## config.mk

```make
export PLATFORM = sky130hd
export DESIGN_NAME = fifo_level_tracker
export DESIGN_NICKNAME = d
export VERILOG_FILES = /design/src/verilog/dram_fifo_pkg.sv /design/src/verilog/fifo_level_tracker.sv
export VERILOG_INCLUDE_DIRS = /design/src /design/src/verilog
export SDC_FILE = /design/constraint.sdc
export NUM_CORES = 1
export LEC_CHECK = 0
export BUFFER_PORTS_ARGS = -buffer_cell sky130_fd_sc_hd__buf_2
export CAP_MARGIN = 40
export CORE_MARGIN = 4
export CORE_UTILIZATION = 50
export DETAILED_ROUTE_END_ITERATION = 10
export GPL_ROUTABILITY_DRIVEN = 0
export PLACE_DENSITY = 0.8
export SETUP_SLACK_MARGIN = 0.15
export SLEW_MARGIN = 15
export SYNTH_ARGS = -nofsm -noshare
export SYNTH_HDL_FRONTEND = slang
export SYNTH_SLANG_ARGS = --single-unit
export TNS_END_PERCENT = 50
```

## constraint.sdc

```tcl
create_clock -name dram_clk -period 4.1 [get_ports dram_clk]
set_input_delay 0.41 -clock dram_clk [delete_from_list [all_inputs] [get_ports dram_clk]]
set_output_delay 0.41 -clock dram_clk [all_outputs]
set_load 0.005 [all_outputs]
```

## src/verilog/dram_fifo_consts.svh

```systemverilog
// Constants for the DRAM FIFO
// The ring must span at least one 4 KiB page so the page limit also covers the wrap
// A burst moves at most 256 words of 8 bytes
`ifndef DRAM_FIFO_CONSTS_SVH
`define DRAM_FIFO_CONSTS_SVH

`define DF_DWIDTH        64       // Stream word width
`define DF_AWIDTH        30       // Byte address width
`define DF_WORD_SHIFT    3        // 8 bytes per word
`define DF_PAGE_SHIFT    12       // 4 KiB page
`define DF_BURST_WORDS   256      // Burst trigger level
`define DF_GUARD_WORDS   64       // Held back for reorder in the memory controller
`define DF_TIMEOUT_W     12
`define DF_LEVEL_W       27       // DRAM word count, up to 1 GiB
`define DF_STAGE_LOG2    10       // 1024 entry staging FIFOs

// Settings register addresses
`define DF_SR_CTRL       8'd0
`define DF_SR_BASE       8'd1
`define DF_SR_MASK       8'd2

// Reset values, 16 KiB ring at address 0
`define DF_DEFAULT_TIMEOUT  12'd256
`define DF_DEFAULT_BASE     30'h00000000
`define DF_DEFAULT_MASK     30'h3FFFC000

`endif

```

## src/verilog/dram_fifo_pkg.sv

```systemverilog
// Shared types for the DRAM FIFO
// Struct fields are listed MSB first
`include "dram_fifo_consts.svh"

package dram_fifo_pkg;

   // One write on the settings bus
   typedef struct packed {
      logic        stb;     // Write strobe
      logic [7:0]  addr;    // Register address
      logic [31:0] data;
   } set_bus_t;

   // Settings data, read as control or as address by register
   typedef union packed {
      struct packed {
         logic [15:0]              rsvd_hi;
         logic [`DF_TIMEOUT_W-1:0] timeout;   // Bits 15:4
         logic [2:0]               rsvd_lo;
         logic                     clear;     // Bit 0
      } ctrl;
      struct packed {
         logic [1:0]            unused;
         logic [`DF_AWIDTH-1:0] addr;
      } addr;
   } set_word_u;

   // Live configuration
   typedef struct packed {
      logic                     clear;
      logic [`DF_TIMEOUT_W-1:0] timeout;   // Cycles before a short burst
      logic [`DF_AWIDTH-1:0]    base;
      logic [`DF_AWIDTH-1:0]    mask;      // 1 = fixed address bit
   } fifo_cfg_t;

   typedef struct packed {
      logic [`DF_AWIDTH-1:0] addr;    // Byte address, word aligned
      logic [7:0]            count;   // Words minus one
   } burst_req_t;

   typedef struct packed {
      logic [`DF_DWIDTH-1:0] data;
      logic                  valid;
   } stream_beat_t;

endpackage

```

## src/verilog/fifo_level_tracker.sv

```systemverilog
// Occupied and free words of the DRAM ring
// Counts change the cycle after a commit pulse
// Free space starts at the ring size less the 64 word guard
`timescale 1ns/1ps
`include "dram_fifo_consts.svh"

module fifo_level_tracker import dram_fifo_pkg::*; (
   input  logic                   dram_clk,
   input  logic                   input_timeout_reset,
   input  fifo_cfg_t              i_cfg,
   input  logic                   i_wr_commit,
   input  logic [7:0]             i_wr_count,   // Words minus one
   input  logic                   i_rd_commit,
   input  logic [7:0]             i_rd_count,
   output logic [`DF_LEVEL_W-1:0] o_occupied,
   output logic [`DF_LEVEL_W-1:0] o_space
);

   logic [`DF_AWIDTH-1:0]  free_bits;    // Address bits the ring may use
   logic [`DF_LEVEL_W-1:0] init_space;
   logic [`DF_LEVEL_W-1:0] wr_words;
   logic [`DF_LEVEL_W-1:0] rd_words;

   assign free_bits = ~i_cfg.mask;
   // Ring words are the free word bits plus one
   assign init_space = free_bits[`DF_AWIDTH-1:`DF_WORD_SHIFT] -
                       `DF_LEVEL_W'(`DF_GUARD_WORDS - 1);

   assign wr_words = i_wr_commit ? `DF_LEVEL_W'(i_wr_count) + 1'b1 : '0;
   assign rd_words = i_rd_commit ? `DF_LEVEL_W'(i_rd_count) + 1'b1 : '0;

   always_ff @(posedge dram_clk) begin
      if (input_timeout_reset | i_cfg.clear) begin
         o_occupied <= '0;
         o_space    <= init_space;
      end else begin
         o_occupied <= o_occupied + wr_words - rd_words;
         o_space    <= o_space - wr_words + rd_words;   // Mirrors occupied
      end
   end

endmodule

```

==> qor.yml, run 1 <==
status: "finished, final reports clean"
overflow: 0
post_cts_buffers: 0
path_clk_slew_ns: 0.10
ys_seq_area_frac: 0.195
post_cts_resized: 0
hold_path_class: "input pin to flip-flop"
grt_pass1_wl_microns: 21900
yosysMostFrequentCell: "inv_1"
cp-end-kind: "flip-flop"
grt_use_met3: 0.0345
ys_async_sr_fraction: 0
dieArea_sq_um: 12900
fill_cells: 1087
vdd_ir_drop_max_v: 0.000444
p_leak_nw: 3.20
slew_viol_final: 0
required_ns: 4.30
tns_ns: 0
grt_use_met2: 0.370
top_usage_layer: "met2"
cts_tree: "done"
yosys-top-cells-count: "inv_1 (115), a21oi_1 (67), nor2_1 (66)"
cp-endpoint: "o_space[15]$_DFF_P_"
synth_edf_count: 0
r2r_cells: 13
cts.htree.levels: 2
clk_latency_ns: 0.31
die_height_microns: 113
wire_per_inst_microns: 12.9
max_freq_ghz: 0.273
cap_violations: 0
path_class: "input pin to flip-flop"
netlist_instances: 736
cp-start-kind: "input pin"
setup_viol: 0
nets: 1005
die_x_microns: 113
first_iter_violations: 194
grt_usage: 0.203
synth_top_area_frac: 0.195
relSlewSlack: 0.449
drc: 0
skew_ns: 0.00657
finalCritPeriodShare: 0.892
clkSinkCount: 54
clk_path_buf_depth: 2
fin_crit_ns: 3.66
power.density_nw_per_um2: 797
dp_hpwl_microns: 10300
hold_viol: 0
synth_area_leaders: "dfxtp_1 (19%), ha_1 (13%), inv_1 (7.8%), xor2_1 (7.4%), fa_1 (6.5%)"
root_buffer: "clkbuf_8"
yosysUniqueCellTypes: 57
num_vias: 5108
fin_cells: 978
cts_buffers: 5
area_growth_pct: 14.2
yosys_warnings: 0
antennaDiodeCount: 0
synth_nets: 904
row_count: 38
coreArea_sq_um: 10800
start_util: 0.513
rsz0062_at_grt: "false"
grt_pass1_vias: 5038
vias_per_cell: 5.22
postCtsHoldBufs: 0
yosys_most_used_dff: "dfxtp_1"
synth_area_sq_um: 5560
synth_top_area_cell: "dfxtp_1"
grt_max_degree: 42
worst_ep_arrival_time_ns: 3.86
port_buffers: 101
tightest_slew_ns: 0.805
postRouteAntennaNets: 0
whs_ns: 0.405
crit_path_max_fanout: 3
final_util: 0.585
numPlacedInstances: 969
rrSetupSlack_ns: 0.75
wl_microns: 12600
drt_first_pass_iters: 4
reg2reg_to: "o_space[15]$_DFF_P_"
cp-startpoint: "i_wr_count[0]"
avgSynthCellArea_sq_um: 7.55
r2r_start: "o_space[1]$_DFF_P_"
use_met1: 0.251
ys_seq_elements: 54
boundaryPins: 147
drive_gt1_frac: 0.155
antenna_found_initial: 0
metrics by stage:
stage | instance area (sq um) | total power, W | worst slack, ns
after floorplan | 5560 | 0.00389 | 0.470
after global placement | 6220 | 0.00463 | 0.172
after CTS | 6320 | 0.00506 | 0.456
after detailed placement | 6220 | 0.00470 | 0.126
after global routing | 6340 | 0.00563 | 0.170
final | 6340 | 0.00505 | 0.443
kinds of logic after synthesis:
| group | share of synthesized area |
|---|---|
| XOR/XNOR | 0.129 |
| AND/OR/NAND/NOR | 0.184 |
| flip-flops | 0.195 |
| AO/OA/AOI/OAI | 0.208 |
| adder cells (fa/ha/maj) | 0.193 |
| buffers and inverters | 0.0910 |
cell type report:
class / instances / area (sq um) / share of cell area
Clock buffer: 6 / 82.6 / 0.0130
Clock inverter: 2 / 12.5 / 0.00197
Inverter: 116 / 435 / 0.0686
Multi-Input combinational cell: 551 / 3970 / 0.626
Sequential cell: 54 / 1080 / 0.170
Tap cell: 140 / 175 / 0.0276
Timing Repair Buffer: 109 / 586 / 0.0923
how the worst min path moves through the flow:
stage | slack (ns) | startpoint | cells past startpoint | to
after floorplan | 0.57 | o_space[0]$_DFF_P_ | 3 | o_space[0]$_DFF_P_
after global placement | 0.56 | o_occupied[0]$_SDFF_PN0_ | 2 | o_occupied[0]$_SDFF_PN0_
after detailed placement | 0.56 | o_occupied[0]$_SDFF_PN0_ | 2 | o_occupied[0]$_SDFF_PN0_
after CTS | 0.39 | i_cfg[16] | 4 | o_space[13]$_DFF_P_
after global routing | 0.43 | i_cfg[27] | 4 | o_space[24]$_DFF_P_
final | 0.40 | i_cfg[24] | 4 | o_space[21]$_DFF_P_
state kept, by name (all words and copies together), names as in the netlist:
register,count
o_occupied,27
o_space,27
worst max-delay path, stage by stage:
cell and delay, ns:
buf_2 0.11, ha_1 0.20, and3_1 0.19, xnor2_1 0.12, nand2b_1 0.13, inv_1 0.07, fa_1 0.48, inv_1 0.04
ha_1 0.31, a2111oi_2 0.35, o21ai_1 0.17, a21oi_2 0.21, nand2b_1 0.09, a41oi_2 0.26, nor2_1 0.11, a211oi_1 0.31
xor2_1 0.21, o21ai_1 0.08
report_power, final:
part           total (W)  leakage (nW)  switching (W)  internal (W)
Combinational    0.00389          2.70        0.00214       0.00175
Clock           0.000325        0.0472       0.000189      0.000137
Sequential      0.000839         0.450       0.000130      0.000709
Total            0.00505          3.20        0.00246       0.00259
layer usage:
layer	vias up	wire [microns]	share of wire
met4	0	119	0.0094
met2	104	6190	0.49
met5	-	0	0
met3	10	591	0.047
met1	2308	5720	0.45
li1	2686	-	-
cell usage in the layout, fill, tap and decap left out, drive strengths merged, types with 9 or more instances in the layout:
cell / instances
inv: 115
buf: 109
a21oi: 69
nor2: 66
ha: 57
dfxtp: 54
nand2: 50
xor2: 47
o21ai: 37
xnor2: 35
nand3: 23
a21o: 19
fa: 18
nand2b: 13
nand4: 13
and3: 10
nor3: 9
a211oi: 9
Note: power is estimated with default switching activity, not from simulation.
==> run 2, diff against run 1 <==
--- a/config.mk
+++ b/config.mk
@@ -12,7 +12,7 @@
 export CORE_UTILIZATION = 50
 export DETAILED_ROUTE_END_ITERATION = 10
 export GPL_ROUTABILITY_DRIVEN = 0
-export PLACE_DENSITY = 0.8
+export PLACE_DENSITY = 0.81
 export SETUP_SLACK_MARGIN = 0.15
 export SLEW_MARGIN = 15
 export SYNTH_ARGS = -nofsm -noshare
==> run 2 against run 1 <==
  * Cell area shrank 0.47%
  * Global-route usage shrank 0.58 points
  * Clock skew up 0.00079 ns
  * Flip-flop and latch count unchanged
  * Hold slack lost 0.014 ns
  * Sequential share of layout area increased by 0.081 points
  * Register-to-register slack hardly changed
  * Critical path type unchanged
  * Largest power group unchanged
  * Highest routed layer unchanged
==> qor.yml, run 2 (synthesis results as in run 1) <==
status: "finished, final reports clean"
grt_usage: 0.197
first_iter_violations: 220
path_buf_inv: 3
crit_path_max_fanout: 3
cts_buffers: 5
dp_hpwl_microns: 10300
layout_common_cells: "inv_1 (115), buf_2 (101), a21oi_1 (67)"
fill_cells: 1052
tns_ns: 0
port_buffers: 101
place_area_sq_um: 6210
start_util: 0.513
antennaDiodeCount: 0
cp-start-kind: "input pin"
p_leak_nw: 3.18
row_count: 38
nets: 1003
multi_input_area_sq_um: 3980
dieArea_sq_um: 12900
cts_tree: "done"
finalCritPeriodShare: 0.908
stdcell_area_sq_um: 6310
postCtsHoldBufs: 0
cap_violations: 0
hold_path_class: "input pin to flip-flop"
boundaryPins: 147
layout_commonest_cell: "inv_1"
drive_gt1_frac: 0.154
clk_latency_ns: 0.32
rsz0062_at_grt: "false"
fin_crit_ns: 3.72
required_ns: 4.29
grt_pass1_wl_microns: 21400
grt_pass1_vias: 4926
setup_viol: 0
critPathSlowestCell: "fa_1"
root_buffer: "clkbuf_8"
cts.htree.levels: 2
drc: 0
skew_ns: 0.00737
cp_cell_sequence: "buf_2 > ha_1 > nand2_1 > nor2_1 > xnor2_1 > nand2b_1 > fa_1 > inv_1 > ha_1 > a2111oi_2 > o21ai_1 > buf_4 > a21oi_2 > nand2b_1 > a41oi_2 > nor2_1 > a211oi_1 > xor2_1 > o21ai_1"
cp_top_family: "compound AO/OA/AOI/OAI gates"
die_x_microns: 113
slew_viol_final: 0
post_cts_buffers: 0
antenna_found_initial: 0
relSlewSlack: 0.429
vias_per_cell: 5.32
drt_first_pass_iters: 4
top_regs: "o_occupied: 27 flops, o_space: 27 flops"
wl_microns: 12600
die_height_microns: 113
coreArea_sq_um: 10800
grt_max_degree: 42
clk_path_buf_depth: 2
hold_viol: 0
numPlacedInstances: 968
seq_area_sq_um: 1080
num_vias: 5190
critical-path-max-stage-delay_ns: 0.51
clkSinkCount: 54
tightest_slew_ns: 0.835
post_cts_resized: 0
vdd_ir_drop_max_v: 0.000380
path_class: "input pin to flip-flop"
area_growth_pct: 13.6
path_clk_slew_ns: 0.11
postRouteAntennaNets: 0
max_freq_ghz: 0.269
wire_per_inst_microns: 12.9
power.density_nw_per_um2: 802
cp-end-kind: "flip-flop"
overflow: 0
fin_cells: 976
worst_ep_arrival_time_ns: 3.92
-- run 2: changes by cell type in the layout (fill, tap and decap cells not counted), sizes merged --
cell,delta
clkbuf,-1
buf,-2
inv,+1
-- run 2: worst paths after layout --
kind	endpoint	cells past startpoint	from	slack [ns]
max reg2reg	o_space[15]$_DFF_P_	14	o_space[1]$_DFF_P_	0.76
min	o_space[13]$_DFF_P_	4	i_cfg[16]	0.39
min reg2reg	o_space[0]$_DFF_P_	3	o_space[0]$_DFF_P_	0.59
max	o_space[15]$_DFF_P_	19	i_rd_count[0]	0.38
-- run 2: through the flow --
| step | power, W | setup WS [ns] | hold WS (ns) | util |
|---|---|---|---|---|
| after floorplan | 0.00389 | 0.470 | 0.571 | - |
| after global placement | 0.00464 | 0.105 | 0.559 | 0.573 |
| after detailed placement | 0.00471 | 0.0724 | 0.565 | 0.573 |
| after CTS | 0.00507 | 0.426 | 0.379 | 0.582 |
| after global routing | 0.00561 | 0.158 | 0.397 | 0.583 |
| final | 0.00507 | 0.376 | 0.391 | 0.583 |
-- run 2: tightest hold or removal path: stages --
cell	delay (ns)
buf_2	0.09
xor2_1	0.06
nor2_1	0.08
a21oi_1	0.04
-- run 2: per-layer routing --
metal  part of all wire  routed length, microns  track usage
met2               0.49                    6230        0.360
met1               0.45                    5680        0.247
met4             0.0099                     125       0.0441
met3              0.046                     580       0.0265
met5                  0                       0            0
-- run 2: area by class of cell --
cell class / count / area share
Inverter: 116 / 0.0690
Multi-Input combinational cell: 551 / 0.630
Sequential cell: 54 / 0.171
Timing Repair Buffer: 107 / 0.0872
Tap cell: 140 / 0.0277
Clock inverter: 3 / 0.00396
Clock buffer: 5 / 0.0109
-- run 2: power breakdown --
part | total (W) | internal [W] | switching, W
logic | 0.00390 | 0.00175 | 0.00214
registers | 0.000840 | 0.000709 | 0.000131
clock network | 0.000330 | 0.000124 | 0.000205
