### src/verilog/dram_fifo_consts.svh
// Constants for the DRAM FIFO
// The ring must span at least one 4 KiB page so the page limit also covers the wrap
// A burst moves at most 256 words of 8 bytes
`ifndef DRAM_FIFO_CONSTS_SVH
`define DRAM_FIFO_CONSTS_SVH

`define DF_DWIDTH        64       // Stream word width
`define DF_AWIDTH        30       // Byte address width
`define DF_WORD_SHIFT    3        // 8 bytes per word
`define DF_PAGE_SHIFT    12       // 4 KiB page
`define DF_BURST_WORDS   256      // Burst trigger level
`define DF_GUARD_WORDS   64       // Held back for reorder in the memory controller
`define DF_TIMEOUT_W     12
`define DF_LEVEL_W       27       // DRAM word count, up to 1 GiB
`define DF_STAGE_LOG2    10       // 1024 entry staging FIFOs

// Settings register addresses
`define DF_SR_CTRL       8'd0
`define DF_SR_BASE       8'd1
`define DF_SR_MASK       8'd2

// Reset values, 16 KiB ring at address 0
`define DF_DEFAULT_TIMEOUT  12'd256
`define DF_DEFAULT_BASE     30'h00000000
`define DF_DEFAULT_MASK     30'h3FFFC000

`endif

### src/verilog/dram_fifo_pkg.sv
// Shared types for the DRAM FIFO
// Struct fields are listed MSB first
`include "dram_fifo_consts.svh"

package dram_fifo_pkg;

   // One write on the settings bus
   typedef struct packed {
      logic        stb;     // Write strobe
      logic [7:0]  addr;    // Register address
      logic [31:0] data;
   } set_bus_t;

   // Settings data, read as control or as address by register
   typedef union packed {
      struct packed {
         logic [15:0]              rsvd_hi;
         logic [`DF_TIMEOUT_W-1:0] timeout;   // Bits 15:4
         logic [2:0]               rsvd_lo;
         logic                     clear;     // Bit 0
      } ctrl;
      struct packed {
         logic [1:0]            unused;
         logic [`DF_AWIDTH-1:0] addr;
      } addr;
   } set_word_u;

   // Live configuration
   typedef struct packed {
      logic                     clear;
      logic [`DF_TIMEOUT_W-1:0] timeout;   // Cycles before a short burst
      logic [`DF_AWIDTH-1:0]    base;
      logic [`DF_AWIDTH-1:0]    mask;      // 1 = fixed address bit
   } fifo_cfg_t;

   typedef struct packed {
      logic [`DF_AWIDTH-1:0] addr;    // Byte address, word aligned
      logic [7:0]            count;   // Words minus one
   } burst_req_t;

   typedef struct packed {
      logic [`DF_DWIDTH-1:0] data;
      logic                  valid;
   } stream_beat_t;

endpackage

### src/verilog/burst_scheduler.sv
// Burst scheduler, one for writes and one for reads
// Starts a burst when 256 words are ready or the timeout fires on a fragment
// No burst crosses a 4 KiB page
// Ring pointer advances only when the memory reports the burst done
`timescale 1ns/1ps
`include "dram_fifo_consts.svh"

module burst_scheduler import dram_fifo_pkg::*; (
   input  logic                   dram_clk,
   input  logic                   input_timeout_reset,
   input  fifo_cfg_t              i_cfg,
   input  logic [`DF_LEVEL_W-1:0] i_avail,     // Words waiting to move
   input  logic [`DF_LEVEL_W-1:0] i_room,      // Free words at the destination
   input  logic                   i_req_ready,
   input  logic                   i_done,      // One cycle per finished burst
   output burst_req_t             o_req,
   output logic                   o_req_valid,
   output logic                   o_commit,
   output logic [7:0]             o_commit_count
);

   localparam logic [2:0] S_IDLE   = 3'd0;
   localparam logic [2:0] S_SIZE   = 3'd1;   // Work out the length
   localparam logic [2:0] S_REQ    = 3'd2;   // Request held until accepted
   localparam logic [2:0] S_BUSY   = 3'd3;   // Waiting for done
   localparam logic [2:0] S_SETTLE = 3'd4;   // Lets the level counters catch up

   localparam int PAGE_W = `DF_PAGE_SHIFT - `DF_WORD_SHIFT;
   localparam logic [`DF_LEVEL_W-1:0] BURST   = `DF_BURST_WORDS;
   localparam logic [`DF_LEVEL_W-1:0] MAX_CNT = `DF_BURST_WORDS - 1;

   logic                     clr;
   logic [2:0]               state;
   logic [`DF_TIMEOUT_W-1:0] tmo_count;
   logic                     tmo_hit;
   logic                     full_trig;
   logic                     room_ok;
   logic                     go_full;
   logic                     go_tmo;
   logic [`DF_AWIDTH-1:0]    ptr;
   logic [`DF_AWIDTH-1:0]    step;
   logic [PAGE_W-1:0]        page_m1;
   logic [`DF_LEVEL_W-1:0]   avail_m1;
   logic [7:0]               lim;
   logic [7:0]               count_next;
   logic [7:0]               count_q;

   assign clr = input_timeout_reset | i_cfg.clear;

   //////////////////////////////////////////////////
   // Trigger
   //////////////////////////////////////////////////
   assign room_ok = (i_room >= BURST);
   assign go_full = room_ok && (i_avail >= BURST);
   assign go_tmo  = room_ok && tmo_hit && (i_avail != '0);   // Never an empty burst

   // Counts idle cycles with data waiting
   always_ff @(posedge dram_clk) begin
      if (clr || state != S_IDLE) begin
         tmo_count <= '0;
         tmo_hit   <= 1'b0;
      end else if (tmo_count == i_cfg.timeout) begin
         tmo_hit <= 1'b1;
      end else if (i_avail != '0) begin
         tmo_count <= tmo_count + 1'b1;
      end
   end

   //////////////////////////////////////////////////
   // Burst length
   //////////////////////////////////////////////////
   assign page_m1  = ~ptr[`DF_PAGE_SHIFT-1:`DF_WORD_SHIFT];   // Words to page end, minus one
   assign avail_m1 = i_avail - 1'b1;
   // More data may have arrived since a timeout so cap at a full burst
   assign lim = (full_trig || avail_m1 > MAX_CNT) ? 8'hFF : avail_m1[7:0];
   assign count_next = (page_m1 < PAGE_W'(lim)) ? page_m1[7:0] : lim;

   assign step = (`DF_AWIDTH'(count_q) + 1'b1) << `DF_WORD_SHIFT;   // Burst size in bytes

   always_ff @(posedge dram_clk) begin
      if (state == S_SIZE) count_q <= count_next;
   end

   //////////////////////////////////////////////////
   // FSM
   //////////////////////////////////////////////////
   always_ff @(posedge dram_clk) begin
      if (clr) begin
         state       <= S_IDLE;
         o_req_valid <= 1'b0;
         o_commit    <= 1'b0;
         full_trig   <= 1'b0;
         ptr         <= i_cfg.base & i_cfg.mask;   // Start of ring
      end else begin
         case (state)
            S_IDLE: begin
               if (go_full || go_tmo) begin
                  full_trig <= go_full;
                  state     <= S_SIZE;
               end
            end
            S_SIZE: begin
               o_req_valid <= 1'b1;
               state       <= S_REQ;
            end
            S_REQ: begin
               if (i_req_ready) begin
                  o_req_valid <= 1'b0;
                  state       <= S_BUSY;
               end
            end
            S_BUSY: begin
               if (i_done) begin
                  // Wrap in the free bits and keep the fixed ones
                  ptr      <= ((ptr + step) & ~i_cfg.mask) | (ptr & i_cfg.mask);
                  o_commit <= 1'b1;
                  state    <= S_SETTLE;
               end
            end
            S_SETTLE: begin
               o_commit <= 1'b0;
               state    <= S_IDLE;
            end
            default: state <= S_IDLE;
         endcase
      end
   end

   assign o_req.addr     = ptr;
   assign o_req.count    = count_q;
   assign o_commit_count = count_q;   // Stable through the commit pulse

endmodule

### config.mk
export PLATFORM = sky130hd
export DESIGN_NAME = burst_scheduler
export DESIGN_NICKNAME = d
export VERILOG_FILES = /design/src/verilog/dram_fifo_pkg.sv /design/src/verilog/burst_scheduler.sv
export VERILOG_INCLUDE_DIRS = /design/src /design/src/verilog
export SDC_FILE = /design/constraint.sdc
export NUM_CORES = 1
export LEC_CHECK = 0
export ABC_AREA = 1
export BUFFER_PORTS_ARGS = -buffer_cell sky130_fd_sc_hd__buf_2
export CORE_MARGIN = 8
export CORE_UTILIZATION = 47
export CTS_CLUSTER_SIZE = 8
export DETAILED_ROUTE_END_ITERATION = 10
export MAX_ROUTING_LAYER = met4
export PLACE_DENSITY = 0.77
export REMOVE_ABC_BUFFERS = 1
export SYNTH_ARGS = -nofsm -noshare
export SYNTH_HDL_FRONTEND = slang
export SYNTH_SLANG_ARGS = --single-unit
### constraint.sdc
create_clock -name dram_clk -period 3.4 [get_ports dram_clk]
set_input_delay 0.51 -clock dram_clk [delete_from_list [all_inputs] [get_ports dram_clk]]
set_output_delay 0.51 -clock dram_clk [all_outputs]
set_load 0.03 [all_outputs]
==> metrics, run 1 <==
Leakage=3.34 nW; CTS buffer count=9; Worst R2R Path Depth=16; Switch Pwr=slightly below 0.8 mW; Layout Skew=0.0139 ns; Vias/cell=5.17; Syn Area/Cell=just under 7 um2; global-route wire length before repair=approximately 25000 um; pin count of the biggest net entering global routing=57; reg-to-reg slack, setup=around 0.26 ns; Commonest cells post-synth=nand2_1 (170), inv_1 (100), nor2_1 (91); Final min period=3.20 ns; grt ovf=0; final design utilization=just over 60%; #FFs+latches synth=57; first-pass iteration count of the detailed router=5; main flop type after synthesis=edfxtp_1; Buffers on Ports=170; die width=121 um; vias in the first global route=5602; clk slew on worst S/H paths=approximately 0.070 ns; post-route ant nets=0; residual DRC count=0; # setup viols final=0; chip height=roughly 120 um; slowest stage cell, crit path=or2_1; cell area after layout=around 6700 um2; Pwr Density=about 330 nW/um2; FMAX=between 0.3 and 0.4 GHz; register area share after synthesis=29.3%; number of buffers on the longest clock path=2; die area=around 15000 um2; hold_buf cts=0; final WL=15200 um; placed inst area=6400 um2; CP required=between 3 and 4 ns; CTS tree=yes; worst r2r src=o_commit_count[1]$_DFFE_PP_; worst min path class=flop to flop; share of layout cells above drive strength 1=a little over a quarter; Mapped Cells=769; Worst Hold Launch=tmo_hit$_SDFFE_PP0N_; Core Footprint=~11000 um2; period utilization=between 90% and 100%; Synth area leader=edfxtp_1; worst hold stages=2; Min Hold Slack=roughly 0.45 ns; max_cap viols=0; slowest stage delay, CP=between 0.2 and 0.25 ns; # fillers=1052; GP Congestion=roughly 0.9; Async SR Flop Fraction=0%; TritonCTS Sinks=57; P&R area growth vs syn=28.6%; Crit Path Max Fanout=8; Area contributors post-synth=edfxtp_1 (22%), nand2_1 (12%), dfxtp_1 (7.3%), inv_1 (7.2%), nor2_1 (6.6%); Initial Util=48.1%; row cnt=38; Yosys top cell area share=a little over a fifth; Max-slew headroom=between 50 and 60%; Comb power frac=29.0%; yosys warns=0; Max IR drop VDD=213 uV; Clk Tree Root Cell=clkbuf_8; diode count=0; Worst-Margin Slew=0.728 ns; Buf/Inv on CP=4; Startpoint Class=input port; initial antenna violation count=0; Post-Syn Area=approximately 5200 um2; crit-path cells=buf_2 -> inv_1 -> ha_2 -> nand2_4 -> nor2_8 -> nand2_2 -> nor2_4 -> nand3_1 -> nand2_1 -> nand3_1 -> nor2_4 -> nand3_1 -> or2_1 -> inv_1 -> ha_1 -> a21oi_1 -> nor2_1 -> a211oi_2 -> nor2_1 -> nor3_2 -> buf_4 -> nand2_8 -> nand2_1 -> nand2_1; critical path arrival=roughly 3.3 ns; Iteration-0 DRC Markers=roughly 290; clock share of power=32.6%; count leader, synth=nand2_1; max-slew violations=0; Routed wire per std cell=13.6 um; EDFF count, synth=38; Crit Path Class=input port to flop; Net Sw Frac=between 30% and 40%; Hold Path Sink=tmo_hit$_SDFFE_PP0N_; I/O pins=about 180; Nets=1122; Sequential Power Share=about two fifths; largest delay contributor family on the critical path=simple AND/OR/NAND/NOR gates; endpoints failing hold=0; outcome=complete, no violations; GR Util All Layers=between 20% and 30%; Int Pwr=1.46 mW; Power, Total=about 2.2 mW; H-Tree Level Count=3; crit end category=flop; Post-DP HPWL=12500 um; via count=slightly below 6000; clk_lat worst skew=~0.33 ns; count of distinct cell types in the synthesized netlist=46
[how the worst max path moves through the flow]
stage / cells past startpoint / from / endpoint / slack [ns]
after floorplan: 5 / input_timeout_reset / tmo_count[2]$_SDFFE_PP0P_ / -0.79
after global placement: 24 / i_avail[0] / o_commit_count[5]$_DFFE_PP_ / -0.09
after detailed placement: 24 / i_avail[0] / o_commit_count[7]$_DFFE_PP_ / -0.16
after CTS: 24 / i_avail[0] / o_commit_count[4]$_DFFE_PP_ / 0.19
after global routing: 19 / o_commit_count[0]$_DFFE_PP_ / flop / -0.001
final: 24 / i_avail[0] / o_commit_count[4]$_DFFE_PP_ / 0.20
[repair_timing]
item	in CTS	in global routing
endpoints found under the setup margin	0	13
buffers inserted	0	3
gates resized for setup	0	9
[area by class of cell]
cell class                      count  area [um2]  area share [%]
Clock buffer                        9         124            1.85
Clock inverter                      7         103            1.54
Inverter                          103         387            5.79
Multi-Input combinational cell    590        3220            48.2
Sequential cell                    57        1520            22.8
Tap cell                          140         175            2.62
Timing Repair Buffer              210        1150            17.2
[tightest hold or removal path, stage by stage, from the launching register on]
cell     delay (ns)
dfxtp_1        0.31
inv_1          0.05
a21oi_1        0.05
[power groups by stage]
stage | logic (mW) | clock network [mW] | registers, mW
floorplan | 0.294 | 0 | 0.955
global placement | 0.631 | 0 | 0.869
detailed placement | 0.642 | 0 | 0.871
finish | 0.647 | 0.726 | 0.856
global route | 0.720 | 0.774 | 0.865
CTS | 0.646 | 0.739 | 0.855
[layout by cell type, fill, tap and decap left out, types with 3 or more instances in the layout]
cell type  Yosys  layout
nand3_1       62      62
nor4_1         8       8
clkinv_4       0       3
inv_1        100     100
buf_2          0     170
ha_1          19      18
xnor2_1        3       3
nor2_2         7       9
nand2_4        2       3
o21ai_0       53      52
a22oi_1       11      11
a21oi_1       45      45
nor2_4         6       8
nand4_1       22      22
or2_1          3       3
nand2_2        5       5
clkbuf_8       0       9
dfxtp_1       19      19
xor2_1        31      31
nor3_1        12      12
or2_2          3       3
nand2_1      170     169
buf_4          8      40
nand3b_1      13      13
nor2_1        91      87
edfxtp_1      38      38
[logic make-up (layout without fill, tap and decap cells)]
group / Yosys count / in the layout / share of synthesized area, %
DFF: 57 / 57 / 29.3
adders and majority gates: 20 / 20 / 4.96
buffers and inverters: 122 / 329 / 9.40
and+or+nand+nor: 417 / 417 / 38.2
AOI/OAI and AO/OA: 119 / 119 / 12.4
xor gates and xnor gates: 34 / 34 / 5.73
[metrics by stage]
| stage | setup TNS [ns] | cells | worst slack [ns] |
|---|---|---|---|
| 5_1_grt | -0.00150 | 1116 | -0.00150 |
| 3_3_place_gp | -0.728 | 1097 | -0.0941 |
| 2_1_floorplan | -28.73 | 750 | -0.788 |
| 3_5_place_dp | -1.20 | 1097 | -0.161 |
| 6_report | 0 | 1116 | 0.200 |
| 4_1_cts | 0 | 1113 | 0.187 |
[metal layers]
| metal | vias up | global-route usage (%) | part of all wire, % |
|---|---|---|---|
| met1 | 2610 | 25.8 | 44 |
| li1 | 2959 | - | - |
| met4 | 0 | 5.70 | 1.5 |
| met3 | 20 | 3.49 | 6.2 |
| met2 | 181 | 35.7 | 49 |
| met5 | - | - | 0 |
(Power assumes the default switching activity.)
==> inputs of run 2 (changes only) <==
--- a/config.mk
+++ b/config.mk
@@ -9,12 +9,12 @@
 export ABC_AREA = 1
 export BUFFER_PORTS_ARGS = -buffer_cell sky130_fd_sc_hd__buf_2
 export CORE_MARGIN = 8
-export CORE_UTILIZATION = 47
+export CORE_UTILIZATION = 48
+export CTS_BUF_LIST = sky130_fd_sc_hd__clkbuf_2 sky130_fd_sc_hd__clkbuf_4 sky130_fd_sc_hd__clkbuf_8
 export CTS_CLUSTER_SIZE = 8
 export DETAILED_ROUTE_END_ITERATION = 10
 export MAX_ROUTING_LAYER = met4
-export PLACE_DENSITY = 0.77
-export REMOVE_ABC_BUFFERS = 1
+export PLACE_DENSITY = 0.78
 export SYNTH_ARGS = -nofsm -noshare
 export SYNTH_HDL_FRONTEND = slang
 export SYNTH_SLANG_ARGS = --single-unit
==> run 2 against run 1 <==
Against the previous run: sequential power hardly changed; via count is 0.95% higher; final area is 1.8% higher; utilization is 1.7 points higher; first-iteration DRC count is 50% higher; clock skew is 0.0014 ns higher; sequential share of layout area is 0.40 points lower; total power is 1.9% higher; critical endpoint is now o_commit_count[0]$_DFFE_PP_; largest cell class unchanged; highest routed layer unchanged.
==> metrics, run 2 (same netlist as run 1, synthesis figures left out) <==
Buffers on Ports=170 (unchanged); clk_lat worst skew=0.36 ns (+0.03 ns); chip height=120 um (-0.91%); Max-slew headroom=52.9% (+1.5 points); CTS buffer count=9 (unchanged); clk slew on worst S/H paths=0.09 ns (+0.02 ns); Final min period=3.12 ns (-0.0780 ns); Worst-Margin Slew=0.706 ns (-0.0222 ns); Clk Tree Root Cell=clkbuf_8; pin count of the biggest net entering global routing=57 (unchanged); Core Footprint=10700 um2 (-0.88%); endpoints failing hold=0 (unchanged); Iteration-0 DRC Markers=436 (+50%); Max IR drop VDD=168 uV (-21%); Layout Skew=0.0153 ns (+0.00137 ns); Nets=1133 (+0.98%); CTS tree=yes; Vias/cell=5.16 (-0.21%); global-route wire length before repair=25500 um (+1.0%); worst min path class=input port to flop; GP Congestion=0.939 (+2.2%); # fillers=1016 (-3.4%); share of layout cells above drive strength 1=28.4% (+1.2 points); outcome=complete, no violations; Startpoint Class=input port; P&R area growth vs syn=30.9%; max-slew violations=0 (unchanged); Mapped Nets=920; FMAX=0.320 GHz (+2.5%); Crit Path Max Fanout=8 (unchanged); GR Util All Layers=21.9% (+0.63 points); grt ovf=0 (unchanged); Pwr Density=334 nW/um2 (+0.13%); Routed wire per std cell=13.8 um (+1.5%); hold_buf cts=0 (unchanged); dpl ws=-0.154 ns (+0.00656 ns); first-pass iteration count of the detailed router=5 (unchanged); Crit Path Class=input port to flop; die area=14400 um2 (-1.8%); crit end category=flop; H-Tree Level Count=3 (unchanged); TritonCTS Sinks=57 (unchanged); RSZ-0062 raised after global routing=yes; die width=120 um (-0.91%); Power, Total=2.27 mW (+1.9%); row cnt=38 (unchanged); Non-Filler Instances=1129 (+1.2%); # setup viols final=0 (unchanged); final setup margin=0.278 ns (+0.0780 ns); max_cap viols=0 (unchanged); Initial Util=48.5% (+0.43 points); Post-DP HPWL=12700 um (+1.3%); placed cells=1109 (+1.1%); I/O pins=179 (unchanged); reg-to-reg slack, setup=0.34 ns (+0.08 ns); initial antenna violation count=2 (+2); CP required=3.51 ns (+0.03 ns); critical path arrival=3.23 ns (-0.05 ns); via count=5825 (+0.95%); vias in the first global route=5690 (+1.6%); final WL=15600 um (+2.7%); post-route ant nets=0 (unchanged); number of buffers on the longest clock path=2 (unchanged); Leakage=3.39 nW (+1.6%); most frequent cells in the layout=nand2_1 (170), buf_2 (170), inv_1 (99), nor2_1 (84), nand3_1 (61); residual DRC count=0 (unchanged); period utilization=91.8% (-2.3 points); final setup TNS=0 ns (unchanged)
==> run 2: changes by cell type in the layout (fill, tap and decap cells not counted), moves of 2 or more <==
| cell | previous run | this run |
|---|---|---|
| nor2_2 | 9 | 13 |
| diode_2 | 0 | 2 |
| buf_4 | 40 | 49 |
| nor2_1 | 87 | 84 |
| buf_6 | 0 | 2 |
==> run 2: layout make-up <==
cell class	instances	area (um2)	share of cell area [%]
diodes	2	5.00	0.0736
clock buffers	9	124	1.82
clock inverters	7	103	1.51
inverters	103	390	5.74
multi-input cells	590	3240	47.6
flip-flops and latches	57	1520	22.4
well taps	140	175	2.58
repair buffers	221	1240	18.3
==> run 2: worst max-delay path: stages <==
cell      delay (ns)
buf_2           0.11
inv_1           0.09
ha_4            0.17
nand2_4         0.08
nor2_8          0.14
nand2_2         0.10
nor2_4          0.11
nand3_1         0.07
nand2_1         0.08
nand3_1         0.10
nor2_4          0.13
nand3_2         0.09
or2_1           0.23
inv_1           0.06
ha_1            0.24
a21oi_2         0.12
nor2_1          0.05
a211oi_1        0.18
nor2_1          0.10
nor3_4          0.11
buf_4           0.17
nand2_8         0.07
nand2_1         0.07
nand2_1         0.06
==> run 2: repair_timing <==
action                                  CTS  global route
gates resized for setup                   0             9
setup buffers                             0             2
endpoints found under the setup margin    0            11
==> run 2: final timing paths <==
check,start,endpoint,cells after the start
min,i_cfg[58],flop,3
min reg2reg,tmo_hit$_SDFFE_PP0N_,tmo_hit$_SDFFE_PP0N_,2
max,i_avail[1],o_commit_count[0]$_DFFE_PP_,24
max reg2reg,o_commit_count[1]$_DFFE_PP_,flop,16
==> run 2: layer usage <==
metal	share of wire (%)	track usage (%)
met2	49	36.5
met5	0	-
met1	43	26.2
met4	1.9	7.10
met3	5.7	3.99
==> run 2: stage by stage <==
stage / hold slack [ns] / utilization, % / instance area, um2
3_3_place_gp: 0.438 / 61.0 / 6530
2_1_floorplan: 0.431 / - / 5230
6_report: 0.455 / 63.6 / 6800
4_1_cts: 0.455 / 63.1 / 6750
3_5_place_dp: 0.449 / 61.0 / 6530
5_1_grt: 0.457 / 63.6 / 6800
==> run 2: power by group <==
part | switching, mW | leakage, nW | internal, mW | total, mW
logic | 0.405 | 2.73 | 0.252 | 0.657
clock network | 0.335 | 0.110 | 0.420 | 0.755
registers | 0.0583 | 0.547 | 0.800 | 0.859
