### config.mk
export PLATFORM = sky130hd
export DESIGN_NAME = fifo_settings
export DESIGN_NICKNAME = d
export VERILOG_FILES = /design/src/verilog/dram_fifo_pkg.sv /design/src/verilog/fifo_settings.sv
export VERILOG_INCLUDE_DIRS = /design/src /design/src/verilog
export SDC_FILE = /design/constraint.sdc
export NUM_CORES = 1
export LEC_CHECK = 0
export BUFFER_PORTS_ARGS = -buffer_cell sky130_fd_sc_hd__buf_4
export CAP_MARGIN = 20
export CORE_ASPECT_RATIO = 0.7
export CORE_MARGIN = 4
export CORE_UTILIZATION = 35
export DETAILED_ROUTE_END_ITERATION = 8
export REMOVE_ABC_BUFFERS = 1
export SLEW_MARGIN = 0
export SYNTH_ARGS = -nofsm -noshare
export SYNTH_HDL_FRONTEND = slang
export SYNTH_SLANG_ARGS = --single-unit
### constraint.sdc
create_clock -name dram_clk -period 3.4 [get_ports dram_clk]
set_clock_uncertainty 0.1 [all_clocks]
set_input_delay 0.17 -clock dram_clk [delete_from_list [all_inputs] [get_ports dram_clk]]
set_output_delay 0.17 -clock dram_clk [all_outputs]
set_load 0.05 [all_outputs]
### src/verilog/dram_fifo_consts.svh
// Constants for the DRAM FIFO
// The ring must span at least one 4 KiB page so the page limit also covers the wrap
// A burst moves at most 256 words of 8 bytes
`ifndef DRAM_FIFO_CONSTS_SVH
`define DRAM_FIFO_CONSTS_SVH

`define DF_DWIDTH        64       // Stream word width
`define DF_AWIDTH        30       // Byte address width
`define DF_WORD_SHIFT    3        // 8 bytes per word
`define DF_PAGE_SHIFT    12       // 4 KiB page
`define DF_BURST_WORDS   256      // Burst trigger level
`define DF_GUARD_WORDS   64       // Held back for reorder in the memory controller
`define DF_TIMEOUT_W     12
`define DF_LEVEL_W       27       // DRAM word count, up to 1 GiB
`define DF_STAGE_LOG2    10       // 1024 entry staging FIFOs

// Settings register addresses
`define DF_SR_CTRL       8'd0
`define DF_SR_BASE       8'd1
`define DF_SR_MASK       8'd2

// Reset values, 16 KiB ring at address 0
`define DF_DEFAULT_TIMEOUT  12'd256
`define DF_DEFAULT_BASE     30'h00000000
`define DF_DEFAULT_MASK     30'h3FFFC000

`endif

### src/verilog/dram_fifo_pkg.sv
// Shared types for the DRAM FIFO
// Struct fields are listed MSB first
`include "dram_fifo_consts.svh"

package dram_fifo_pkg;

   // One write on the settings bus
   typedef struct packed {
      logic        stb;     // Write strobe
      logic [7:0]  addr;    // Register address
      logic [31:0] data;
   } set_bus_t;

   // Settings data, read as control or as address by register
   typedef union packed {
      struct packed {
         logic [15:0]              rsvd_hi;
         logic [`DF_TIMEOUT_W-1:0] timeout;   // Bits 15:4
         logic [2:0]               rsvd_lo;
         logic                     clear;     // Bit 0
      } ctrl;
      struct packed {
         logic [1:0]            unused;
         logic [`DF_AWIDTH-1:0] addr;
      } addr;
   } set_word_u;

   // Live configuration
   typedef struct packed {
      logic                     clear;
      logic [`DF_TIMEOUT_W-1:0] timeout;   // Cycles before a short burst
      logic [`DF_AWIDTH-1:0]    base;
      logic [`DF_AWIDTH-1:0]    mask;      // 1 = fixed address bit
   } fifo_cfg_t;

   typedef struct packed {
      logic [`DF_AWIDTH-1:0] addr;    // Byte address, word aligned
      logic [7:0]            count;   // Words minus one
   } burst_req_t;

   typedef struct packed {
      logic [`DF_DWIDTH-1:0] data;
      logic                  valid;
   } stream_beat_t;

endpackage

### src/verilog/fifo_settings.sv
// Settings registers and readback
// Writes land on the edge where the strobe is high
// Clear stays set until software writes it back to 0
`timescale 1ns/1ps
`include "dram_fifo_consts.svh"

module fifo_settings import dram_fifo_pkg::*; (
   input  logic                   dram_clk,
   input  logic                   input_timeout_reset,
   input  set_bus_t               i_set,
   input  logic [`DF_LEVEL_W-1:0] i_level,     // DRAM occupancy in words
   output fifo_cfg_t              o_cfg,
   output logic [31:0]            o_rb_data
);

   set_word_u wr_word;   // Same data seen as ctrl or addr

   assign wr_word = i_set.data;

   //////////////////////////////////////////////////
   // Register writes
   //////////////////////////////////////////////////
   always_ff @(posedge dram_clk) begin
      if (input_timeout_reset) begin
         o_cfg.clear   <= 1'b0;                 // Run straight out of reset
         o_cfg.timeout <= `DF_DEFAULT_TIMEOUT;
         o_cfg.base    <= `DF_DEFAULT_BASE;
         o_cfg.mask    <= `DF_DEFAULT_MASK;
      end else if (i_set.stb) begin
         case (i_set.addr)
            `DF_SR_CTRL: begin
               o_cfg.clear   <= wr_word.ctrl.clear;
               o_cfg.timeout <= wr_word.ctrl.timeout;
            end
            `DF_SR_BASE: o_cfg.base <= wr_word.addr.addr;
            `DF_SR_MASK: o_cfg.mask <= wr_word.addr.addr;
            default: ;                          // Other addresses belong elsewhere
         endcase
      end
   end

   // Readback
   // Bit 31 marks a DRAM FIFO
   // Low bits give the ring fill in words
   assign o_rb_data = {1'b1, {(31-`DF_LEVEL_W){1'b0}}, i_level};

endmodule

==> results of run 1 <==
## synth_stat cells (2+ instances only)
master / instances
mux2i_1: 73
nand2b_1: 86
conb_1: 2
buf_2: 2
dfxtp_1: 73
buf_8: 2
clkbuf_1: 12
buf_4: 35
nor2_1: 36
## per-layer routing
metal	track usage	wire (um)
met5	0.01681	0
met2	0.2132	3436
met4	0.04179	75
met3	0.1051	1039
met1	0.1872	3886
## worst paths after layout
| check | from | end | slack [ns] | depth (start not counted) |
|---|---|---|---|---|
| max | i_set[36] | o_cfg[49] | 1.69 | 4 |
| min | i_set[15] | o_cfg[15] | 0.01 | 3 |
| max reg2reg | o_cfg[26] | o_cfg[26] | 2.66 | 2 |
| min reg2reg | o_cfg[60] | o_cfg[60] | 0.37 | 2 |
## worst max-delay path, cell delays in order
cell and delay, ns:
buf_4 0.12, nor4b_4 0.39, and4b_2 0.90, mux2i_1 0.27
## cell families after synthesis
| group | Yosys count | share of synthesized area |
|---|---|---|
| buf+inv | 52 | 0.1084 |
| simple gates | 130 | 0.2274 |
| flops | 73 | 0.4413 |
| mux | 73 | 0.2206 |
| other cells | 2 | 0.002268 |
## power groups by stage
stage | Clock (mW) | Sequential (mW) | Combinational, mW
2_1_floorplan | 0 | 0.880 | 0.0489
3_3_place_gp | 0 | 0.876 | 0.112
3_5_place_dp | 0 | 0.876 | 0.115
4_1_cts | 1.17 | 0.857 | 0.115
5_1_grt | 1.21 | 0.857 | 0.126
6_report | 1.14 | 0.857 | 0.114
## metrics by stage
stage | power [mW] | worst slack [ns]
final | 2.109 | 1.691
after global routing | 2.189 | 1.556
after CTS | 2.144 | 1.664
after detailed placement | 0.9909 | 1.307
after global placement | 0.9883 | 1.353
after floorplan | 0.9285 | 1.423
## area by class of cell
cell class / instances / area share
Clock inverter: 6 / 0.03001
Timing Repair Buffer: 114 / 0.1974
Tap cell: 124 / 0.03579
Clock buffer: 10 / 0.05281
Multi-Input combinational cell: 208 / 0.3469
Sequential cell: 73 / 0.3371
==> run_results.csv, run 1 <==
group,metric,value,unit
status,status,"finished clean",
sta,maxSlewViolCount,0,
layout,postLayoutCoreUtil,0.4741,
sta,finalCritPeriodShare,0.5027,
global_route,grt_max_degree,121,
place,placed_cells,519,
layout,mostFrequentLayoutCell,"buf_4",
logic_synthesis,netlist_area,0.003312,mm^2
floorplan,rows,29,
routing,final_antenna_net_count,0,
layout,drive_gt1_frac,0.3212,
routing,drc,0,
place,dpl.hpwl,6.061,mm
cts,cts_resized,0,
layout,n_antenna_cell,0,
job,max_cap_violations,0,
power_and_ir_drop,seqPwrFrac,0.406,
layout,multi_input_comb_area,0.001504,mm^2
logic_synthesis,synth.distinct_cells,18,
routing,vias,2400,
cts,cts.reportedPaths.clkPinSlew,0.06,ns
floorplan,die_area,0.01111,mm^2
global_route,grt_usage,0.1521,
logic_synthesis,synthFlopType,"dfxtp_1",
sta,final_hold_viol_count,0,
cts,clk_path_buf_depth,2,
place,place.port_buffers,113,
critical_path,endpoint_kind,"register",
logic_synthesis,ys_ff_latch,73,
global_route,grt_overflow_total,0,
floorplan,ioPinCount,175,
layout,largest_registers,"o_cfg: 73 flops",
power_and_ir_drop,combPwrFrac,0.054,
cts,post-cts-setup-buffers,0,
sta,period_minus_slack,1.709,ns
power_and_ir_drop,peakVddDrop,0.2460,mV
layout,final_cell_mix,"buf_4 (114), nand2b_1 (86), mux2i_1 (73), dfxtp_1 (73), nor2_1 (36)",
logic_synthesis,yosysWarnings,0,
floorplan,die_w,124.3,um
logic_synthesis,synth_top_cells_by_area,"dfxtp_1 (44%), mux2i_1 (22%), nand2b_1 (16%)",
critical_path,path_class,"primary input to register",
routing,via_per_inst,4.486,
logic_synthesis,syn_inst,330,
power_and_ir_drop,cellInternalPower,1.701,mW
floorplan,coreArea,0.009144,mm^2
logic_synthesis,synthArstFlopShare,0,
logic_synthesis,synth_top_area_share,0.4413,
critical_path,required,3.55,ns
sta,fmax,585.0,MHz
power_and_ir_drop,power.leakage,1.924,nW
layout,finalNetCount,476,
logic_synthesis,ys_seq_area_frac,0.4413,
layout,filler_cell_count,910,
routing,first_iter_violations,96,
layout,ff_latch_area,0.001461,mm^2
sta,setup_viol,0,
global_route,grt_pass1_wl,13.30,mm
layout,area_growth,30.90,%
place,gp_congestion,0.6628,
layout,instances_no_fill,535,
cts,root_buffer,"clkbuf_16",
critical_path,critPathLaunchType,"primary input",
routing,wire_per_inst,15.77,um
cts,numCtsBuffers,9,
cts,postCtsHoldBufs,0,
routing,drtPass1Iterations,4,
power_and_ir_drop,p_per_area,486.5,mW/mm^2
power_and_ir_drop,power_switching,0.4080,mW
layout,largest_reg_flops,73,
routing,wirelength,8.437,mm
sta,worst_slew_pin_slew,0.9058,ns
floorplan,start_util,0.3622,
hold_path,holdCritPathClass,"primary input to register",
sta,fin_setup_tns,0,ns
cts,clock-sinks,73,
sta,worst_hold_slack,0.01328,ns
cts,clk_latency,0.33,ns
cts,tritoncts,"yes",
cts,ctsHtreeMaxLevel,3,
floorplan,die_h,89.39,um
layout,fin_area,0.004335,mm^2
critical_path,critPathMaxFanout,25,
sta,timing.slew.headroom,0.3962,
sta,rsz0062_at_grt,"no",
place,place_area,0.003976,mm^2
power_and_ir_drop,swShare,0.1934,
logic_synthesis,synth_area_per_cell,10.04,um^2
global_route,antenna_found_initial,0,
logic_synthesis,synth_edf_count,0,
power_and_ir_drop,clockPowerShare,0.540,
global_route,grt_pass1_vias,2476,
logic_synthesis,yosys.area.top_type,"dfxtp_1",
layout,regMostFlops,"o_cfg",
critical_path,arrival,1.86,ns
Note: power is estimated with default switching activity, not from simulation.
==> run 2: changes to the inputs <==
--- a/config.mk
+++ b/config.mk
@@ -6,12 +6,14 @@
 export SDC_FILE = /design/constraint.sdc
 export NUM_CORES = 1
 export LEC_CHECK = 0
+export ABC_AREA = 1
 export BUFFER_PORTS_ARGS = -buffer_cell sky130_fd_sc_hd__buf_4
 export CAP_MARGIN = 20
 export CORE_ASPECT_RATIO = 0.7
 export CORE_MARGIN = 4
 export CORE_UTILIZATION = 35
 export DETAILED_ROUTE_END_ITERATION = 8
+export PLACE_DENSITY = 0.65
 export REMOVE_ABC_BUFFERS = 1
 export SLEW_MARGIN = 0
 export SYNTH_ARGS = -nofsm -noshare
==> constraint.sdc (replaced) <==
create_clock -name dram_clk -period 1.6 [get_ports dram_clk]
set_clock_uncertainty 0.1 [all_clocks]
set_input_delay 0.08 -clock dram_clk [delete_from_list [all_inputs] [get_ports dram_clk]]
set_output_delay 0.08 -clock dram_clk [all_outputs]
set_load 0.05 [all_outputs]
==> run_results.csv, run 2 <==
group,metric,value,unit
status,status,"finished clean",
critical_path,critPathLaunchType,"register",
critical_path,reg2reg_slack,0.89,ns
critical_path,critPathMaxFanout,2,
layout,area_growth,42.66,%
power_and_ir_drop,peakVddDrop,0.7404,mV
cts,cts.reportedPaths.clkPinSlew,0.06,ns
routing,final_antenna_net_count,0,
critical_path,startpoint,"o_cfg[0]",
critical_path,cp_slowest_stage_delay,0.36,ns
place,dpl.hpwl,6.844,mm
critical_path,r2r_start,"o_cfg[68]",
cts,ctsHtreeMaxLevel,3,
cts,numCtsBuffers,9,
critical_path,rr_endpoint,"o_cfg[68]",
global_route,grt_max_degree,74,
place,gp_congestion,0.7571,
global_route,grt_pass1_wl,15.23,mm
global_route,grt_pass1_vias,2992,
logic_synthesis,synth_top_area_share,0.4510,
logic_synthesis,synthArstFlopShare,0,
floorplan,rows,29,
sta,finalCritPeriodShare,0.6773,
layout,final_cell_mix,"buf_4 (118), nor2_1 (112), nand2_1 (92), nand3_1 (74), dfxtp_1 (73)",
global_route,antenna_found_initial,0,
sta,rsz0062_at_grt,"no",
logic_synthesis,ys_seq_area_frac,0.4510,
cts,tritoncts,"yes",
job,max_cap_violations,0,
critical_path,cp_num_buf_inv,1,
logic_synthesis,syn_inst,459,
critical_path,endpoint_kind,"output port",
floorplan,die_h,88.51,um
layout,mostFrequentLayoutCell,"buf_4",
layout,fin_area,0.004623,mm^2
power_and_ir_drop,power.leakage,2.226,nW
floorplan,die_w,123.0,um
layout,drive_gt1_frac,0.2670,
logic_synthesis,synth_edf_count,0,
critical_path,required,1.42,ns
cts,clk_path_buf_depth,2,
routing,first_iter_violations,257,
logic_synthesis,yosysWarnings,0,
logic_synthesis,netlist_area,0.003241,mm^2
sta,fmax,922.7,MHz
routing,vias,3136,
sta,worst_hold_slack,0.02713,ns
routing,wirelength,9.781,mm
layout,postLayoutCoreUtil,0.5117,
power_and_ir_drop,p_per_area,942.8,mW/mm^2
sta,setup_viol,0,
logic_synthesis,synth.distinct_cells,17,
hold_path,holdCritPathClass,"primary input to register",
place,place.port_buffers,113,
floorplan,die_area,0.01089,mm^2
sta,final_hold_viol_count,0,
global_route,grt_overflow_total,0,
floorplan,start_util,0.3587,
routing,via_per_inst,4.499,
sta,fin_setup_tns,0,ns
cts,cts_resized,0,
sta,maxSlewViolCount,0,
logic_synthesis,yosysMostFrequentCell,"nor2_1",
critical_path,cp_top_family,"flip-flops",
layout,regMostFlops,"o_cfg",
layout,largest_registers,"o_cfg: 73 flops",
critical_path,arrival,0.90,ns
cts,clock-sinks,73,
critical_path,reg2regPathDepth,2,
layout,finalNetCount,638,
critical_path,crit_slowest_cell,"dfxtp_1",
cts,root_buffer,"clkbuf_16",
critical_path,crit_chain,"buf_4",
routing,wire_per_inst,14.03,um
routing,drc,0,
logic_synthesis,ys_ff_latch,73,
layout,largest_reg_flops,73,
floorplan,ioPinCount,175,
layout,n_antenna_cell,0,
place,place_area,0.004004,mm^2
power_and_ir_drop,p_total,4.359,mW
critical_path,critical_path_depth,1,
floorplan,coreArea,0.009035,mm^2
logic_synthesis,synth_area_per_cell,7.060,um^2
routing,drtPass1Iterations,4,
logic_synthesis,synthFlopType,"dfxtp_1",
critical_path,endpoint,"o_cfg[0]",
cts,clk_latency,0.33,ns
layout,filler_cell_count,862,
critical_path,path_class,"register to output port",
sta,period_minus_slack,1.084,ns
logic_synthesis,yosys.area.top_type,"dfxtp_1",
global_route,grt_usage,0.1835,
logic_synthesis,synth_common_cells,"nor2_1 (113), nand2_1 (92), nand3_1 (74)",
logic_synthesis,synth_top_cells_by_area,"dfxtp_1 (45%), nor2_1 (13%), nand3_1 (11%)",
[run 2: cell count changes after synthesis, moves of 34 or more]
cell	before	now
nand2_1	0	92
nand2b_1	86	0
nor2_1	36	113
mux2i_1	73	0
nand3_1	1	74
inv_1	0	34
[run 2: worst min path at each step]
| stage | to | depth (start not counted) | start | slack (ns) |
|---|---|---|---|---|
| after floorplan | o_rb_data[0] | 0 | i_level[0] | 0.06 |
| after global placement | o_rb_data[22] | 0 | i_level[22] | 0.06 |
| after detailed placement | o_rb_data[22] | 0 | i_level[22] | 0.06 |
| after CTS | o_cfg[72] | 5 | i_set[0] | 0.008 |
| after global routing | o_rb_data[16] | 0 | i_level[16] | 0.06 |
| final | o_cfg[72] | 5 | i_set[0] | 0.03 |
[run 2: worst reg2reg max path: cells and delay by family (launching register included)]
kind               cells  cell delay (ns)
and+or+nand+nor        1             0.08
AOI/OAI and AO/OA      1             0.08
DFF                    1             0.33
[run 2: cell type report]
class	count	area (um^2)	area share
Multi-Input combinational cell	296	1266	0.2739
Tap cell	124	155.1	0.03356
Inverter	36	135.1	0.02923
Clock buffer	10	239.0	0.05169
Sequential cell	73	1461	0.3161
Timing Repair Buffer	152	1276	0.2760
Clock inverter	6	90.09	0.01949
[run 2: cell families after synthesis]
logic type             synth area share
AO/OA/AOI/OAI                  0.001543
buffers and inverters            0.1625
flip-flops                       0.4510
other                          0.002317
AND/OR/NAND/NOR                  0.3826
[run 2: power breakdown]
group / internal [mW] / leakage [nW] / switching, mW
Combinational: 0.156 / 1.48 / 0.187
Clock: 1.41 / 0.159 / 0.780
Sequential: 1.82 / 0.589 / 0.00242
[run 2: layer usage]
| layer | wire length (um) | up-vias | track usage |
|---|---|---|---|
| li1 | - | 1586 | - |
| met1 | 4318 | 1418 | 0.2304 |
| met2 | 4251 | 119 | 0.2697 |
| met3 | 1070 | 13 | 0.09457 |
| met4 | 140 | 0 | 0.06533 |
| met5 | 0 | - | 0.01786 |
[run 2: stage by stage]
| stage | setup slack [ns] | instances |
|---|---|---|
| floorplan | -0.4381 | 405 |
| finish | 0.5163 | 697 |
| detailed placement | 0.2821 | 652 |
| CTS | 0.4983 | 697 |
| global placement | 0.2860 | 652 |
| global route | 0.4668 | 697 |
[run 2: what timing repair did]
action,4_1_cts,5_1_grt
endpoints found under the hold margin,60,0
hold buffers,29,0
buffers inserted,0,0
==> run 3: changes to the inputs <==
==> constraint.sdc (replaced) <==
create_clock -name dram_clk -period 1.1 [get_ports dram_clk]
set_clock_uncertainty 0.1 [all_clocks]
set_input_delay 0.055 -clock dram_clk [delete_from_list [all_inputs] [get_ports dram_clk]]
set_output_delay 0.055 -clock dram_clk [all_outputs]
set_load 0.05 [all_outputs]
==> run_results.csv, run 3 (same netlist as run 2, synthesis figures left out) <==
group,metric,value,unit
cts,numCtsBuffers,9,
floorplan,die_w,123.0,um
routing,vias,3182,
critical_path,crit_slowest_cell,"dfxtp_1",
routing,via_per_inst,4.501,
routing,met2WireLength,4.207,mm
cts,ctsHtreeMaxLevel,3,
place,dp_slack,-0.1723,ns
critical_path,critPathMaxFanout,2,
layout,final_cell_mix,"buf_4 (127), nor2_1 (112), nand2_1 (92), nand3_1 (74), dfxtp_1 (73)",
critical_path,r2r_start,"o_cfg[68]",
place,dpl.hpwl,7.038,mm
sta,worst_hold_slack,0.01041,ns
critical_path,cp_num_buf_inv,1,
global_route,grt_usage,0.1864,
routing,wire_per_inst,14.13,um
power_and_ir_drop,power.leakage,2.274,nW
critical_path,arrival,0.91,ns
hold_path,min_from,"i_level[25]",
sta,final_hold_viol_count,0,
cts,clock-sinks,73,
hold_path,hold_path_end,"o_rb_data[25]",
sta,setup_slack,0.03168,ns
cts,root_buffer,"clkbuf_16",
critical_path,reg2regPathDepth,2,
place,place_area,0.004071,mm^2
sta,maxSlewViolCount,0,
job,max_cap_violations,0,
layout,mostFrequentLayoutCell,"buf_4",
routing,highest_layer,"met4",
critical_path,rr_endpoint,"o_cfg[68]",
sta,setup_viol,0,
layout,area_growth,44.79,%
critical_path,reg2reg_slack,0.40,ns
hold_path,holdCritPathClass,"primary input to output port",
power_and_ir_drop,p_per_area,1337,mW/mm^2
layout,largest_registers,"o_cfg: 73 flops",
place,place.port_buffers,113,
sta,rsz0062_at_grt,"no",
sta,finalCritPeriodShare,0.9712,
layout,filler_cell_count,845,
global_route,grt_max_degree,74,
routing,route.layer.met1.wl,4.561,mm
sta,period_minus_slack,1.068,ns
floorplan,die_h,88.51,um
critical_path,path_class,"register to output port",
power_and_ir_drop,peakVddDrop,1.028,mV
layout,drive_gt1_frac,0.2779,
critical_path,cp_top_family,"flip-flops",
status,status,"finished clean",
global_route,antenna_found_initial,0,
cts,cts.reportedPaths.clkPinSlew,0.06,ns
floorplan,rows,29,
cts,post-cts-setup-buffers,0,
routing,wirelength,9.993,mm
cts,clk_path_buf_depth,2,
floorplan,ioPinCount,175,
layout,fin_area,0.004692,mm^2
critical_path,crit_chain,"buf_4",
floorplan,start_util,0.3587,
global_route,grt_pass1_wl,15.39,mm
critical_path,required,0.94,ns
place,gp_congestion,0.7926,
routing,first_iter_violations,226,
layout,finalNetCount,648,
critical_path,endpoint_kind,"output port",
routing,dr_wl_met3,1.095,mm
routing,final_antenna_net_count,0,
critical_path,critPathLaunchType,"register",
hold_path,hold_depth,0,
layout,largest_reg_flops,73,
layout,n_antenna_cell,0,
sta,fmax,936.0,MHz
floorplan,coreArea,0.009035,mm^2
sta,fin_setup_tns,0,ns
routing,drc,0,
layout,regMostFlops,"o_cfg",
routing,drtPass1Iterations,4,
cts,clk_latency,0.33,ns
global_route,grt_pass1_vias,3001,
floorplan,die_area,0.01089,mm^2
cts,tritoncts,"yes",
global_route,grt_overflow_total,0,
critical_path,cp_slowest_stage_delay,0.36,ns
-- run 3: cell types whose count changed in the layout (fill, tap and decap cells not counted) --
cell           before  now
clkinv_2            1    2
clkbuf_8            1    0
clkinv_4            1    2
inv_6               1    0
dlygate4sd3_1      29   30
buf_4             118  127
-- run 3: layer usage --
layer	GRT usage	vias up
li1	-	1606
met3	0.08818	15
met5	0.01786	-
met4	0.05327	0
met2	0.2796	134
met1	0.2395	1427
-- run 3: final cells by class --
type	instances	area [um^2]	share of cell area
Clock buffer	9	225.2	0.04800
Clock inverter	7	95.09	0.02027
Inverter	36	135.1	0.02880
Multi-Input combinational cell	296	1266	0.2699
Sequential cell	73	1461	0.3115
Tap cell	124	155.1	0.03307
Timing Repair Buffer	162	1354	0.2885
-- run 3: how the worst max path moves through the flow --
stage	from	to	slack, ns	cells past startpoint
2_1_floorplan	i_set[40]	o_cfg[30]	-0.91	6
3_3_place_gp	i_set[37]	o_cfg[45]	-0.16	8
3_5_place_dp	i_set[35]	o_cfg[69]	-0.17	8
4_1_cts	o_cfg[9]	o_cfg[9]	0.03	1
5_1_grt	o_cfg[9]	o_cfg[9]	0.006	1
6_report	o_cfg[9]	o_cfg[9]	0.03	1
-- run 3: power breakdown --
part / internal, mW / total, mW / switching, mW
clock: 1.98 / 3.10 / 1.12
combinational: 0.236 / 0.517 / 0.281
sequential: 2.65 / 2.65 / 0.00354
-- run 3: stage by stage --
| stage | util | total power, mW | instances |
|---|---|---|---|
| after floorplan | - | 2.928 | 405 |
| after global placement | 0.4506 | 3.136 | 661 |
| after detailed placement | 0.4506 | 3.141 | 661 |
| after CTS | 0.5193 | 6.351 | 707 |
| after global routing | 0.5193 | 6.504 | 707 |
| final | 0.5193 | 6.274 | 707 |
-- run 3: timing repair --
action / 4_1_cts / 5_1_grt
gates resized for setup: 0 / 0
setup endpoints to repair: 0 / 0
endpoints found under the hold margin: 68 / 0
hold buffers: 30 / 0
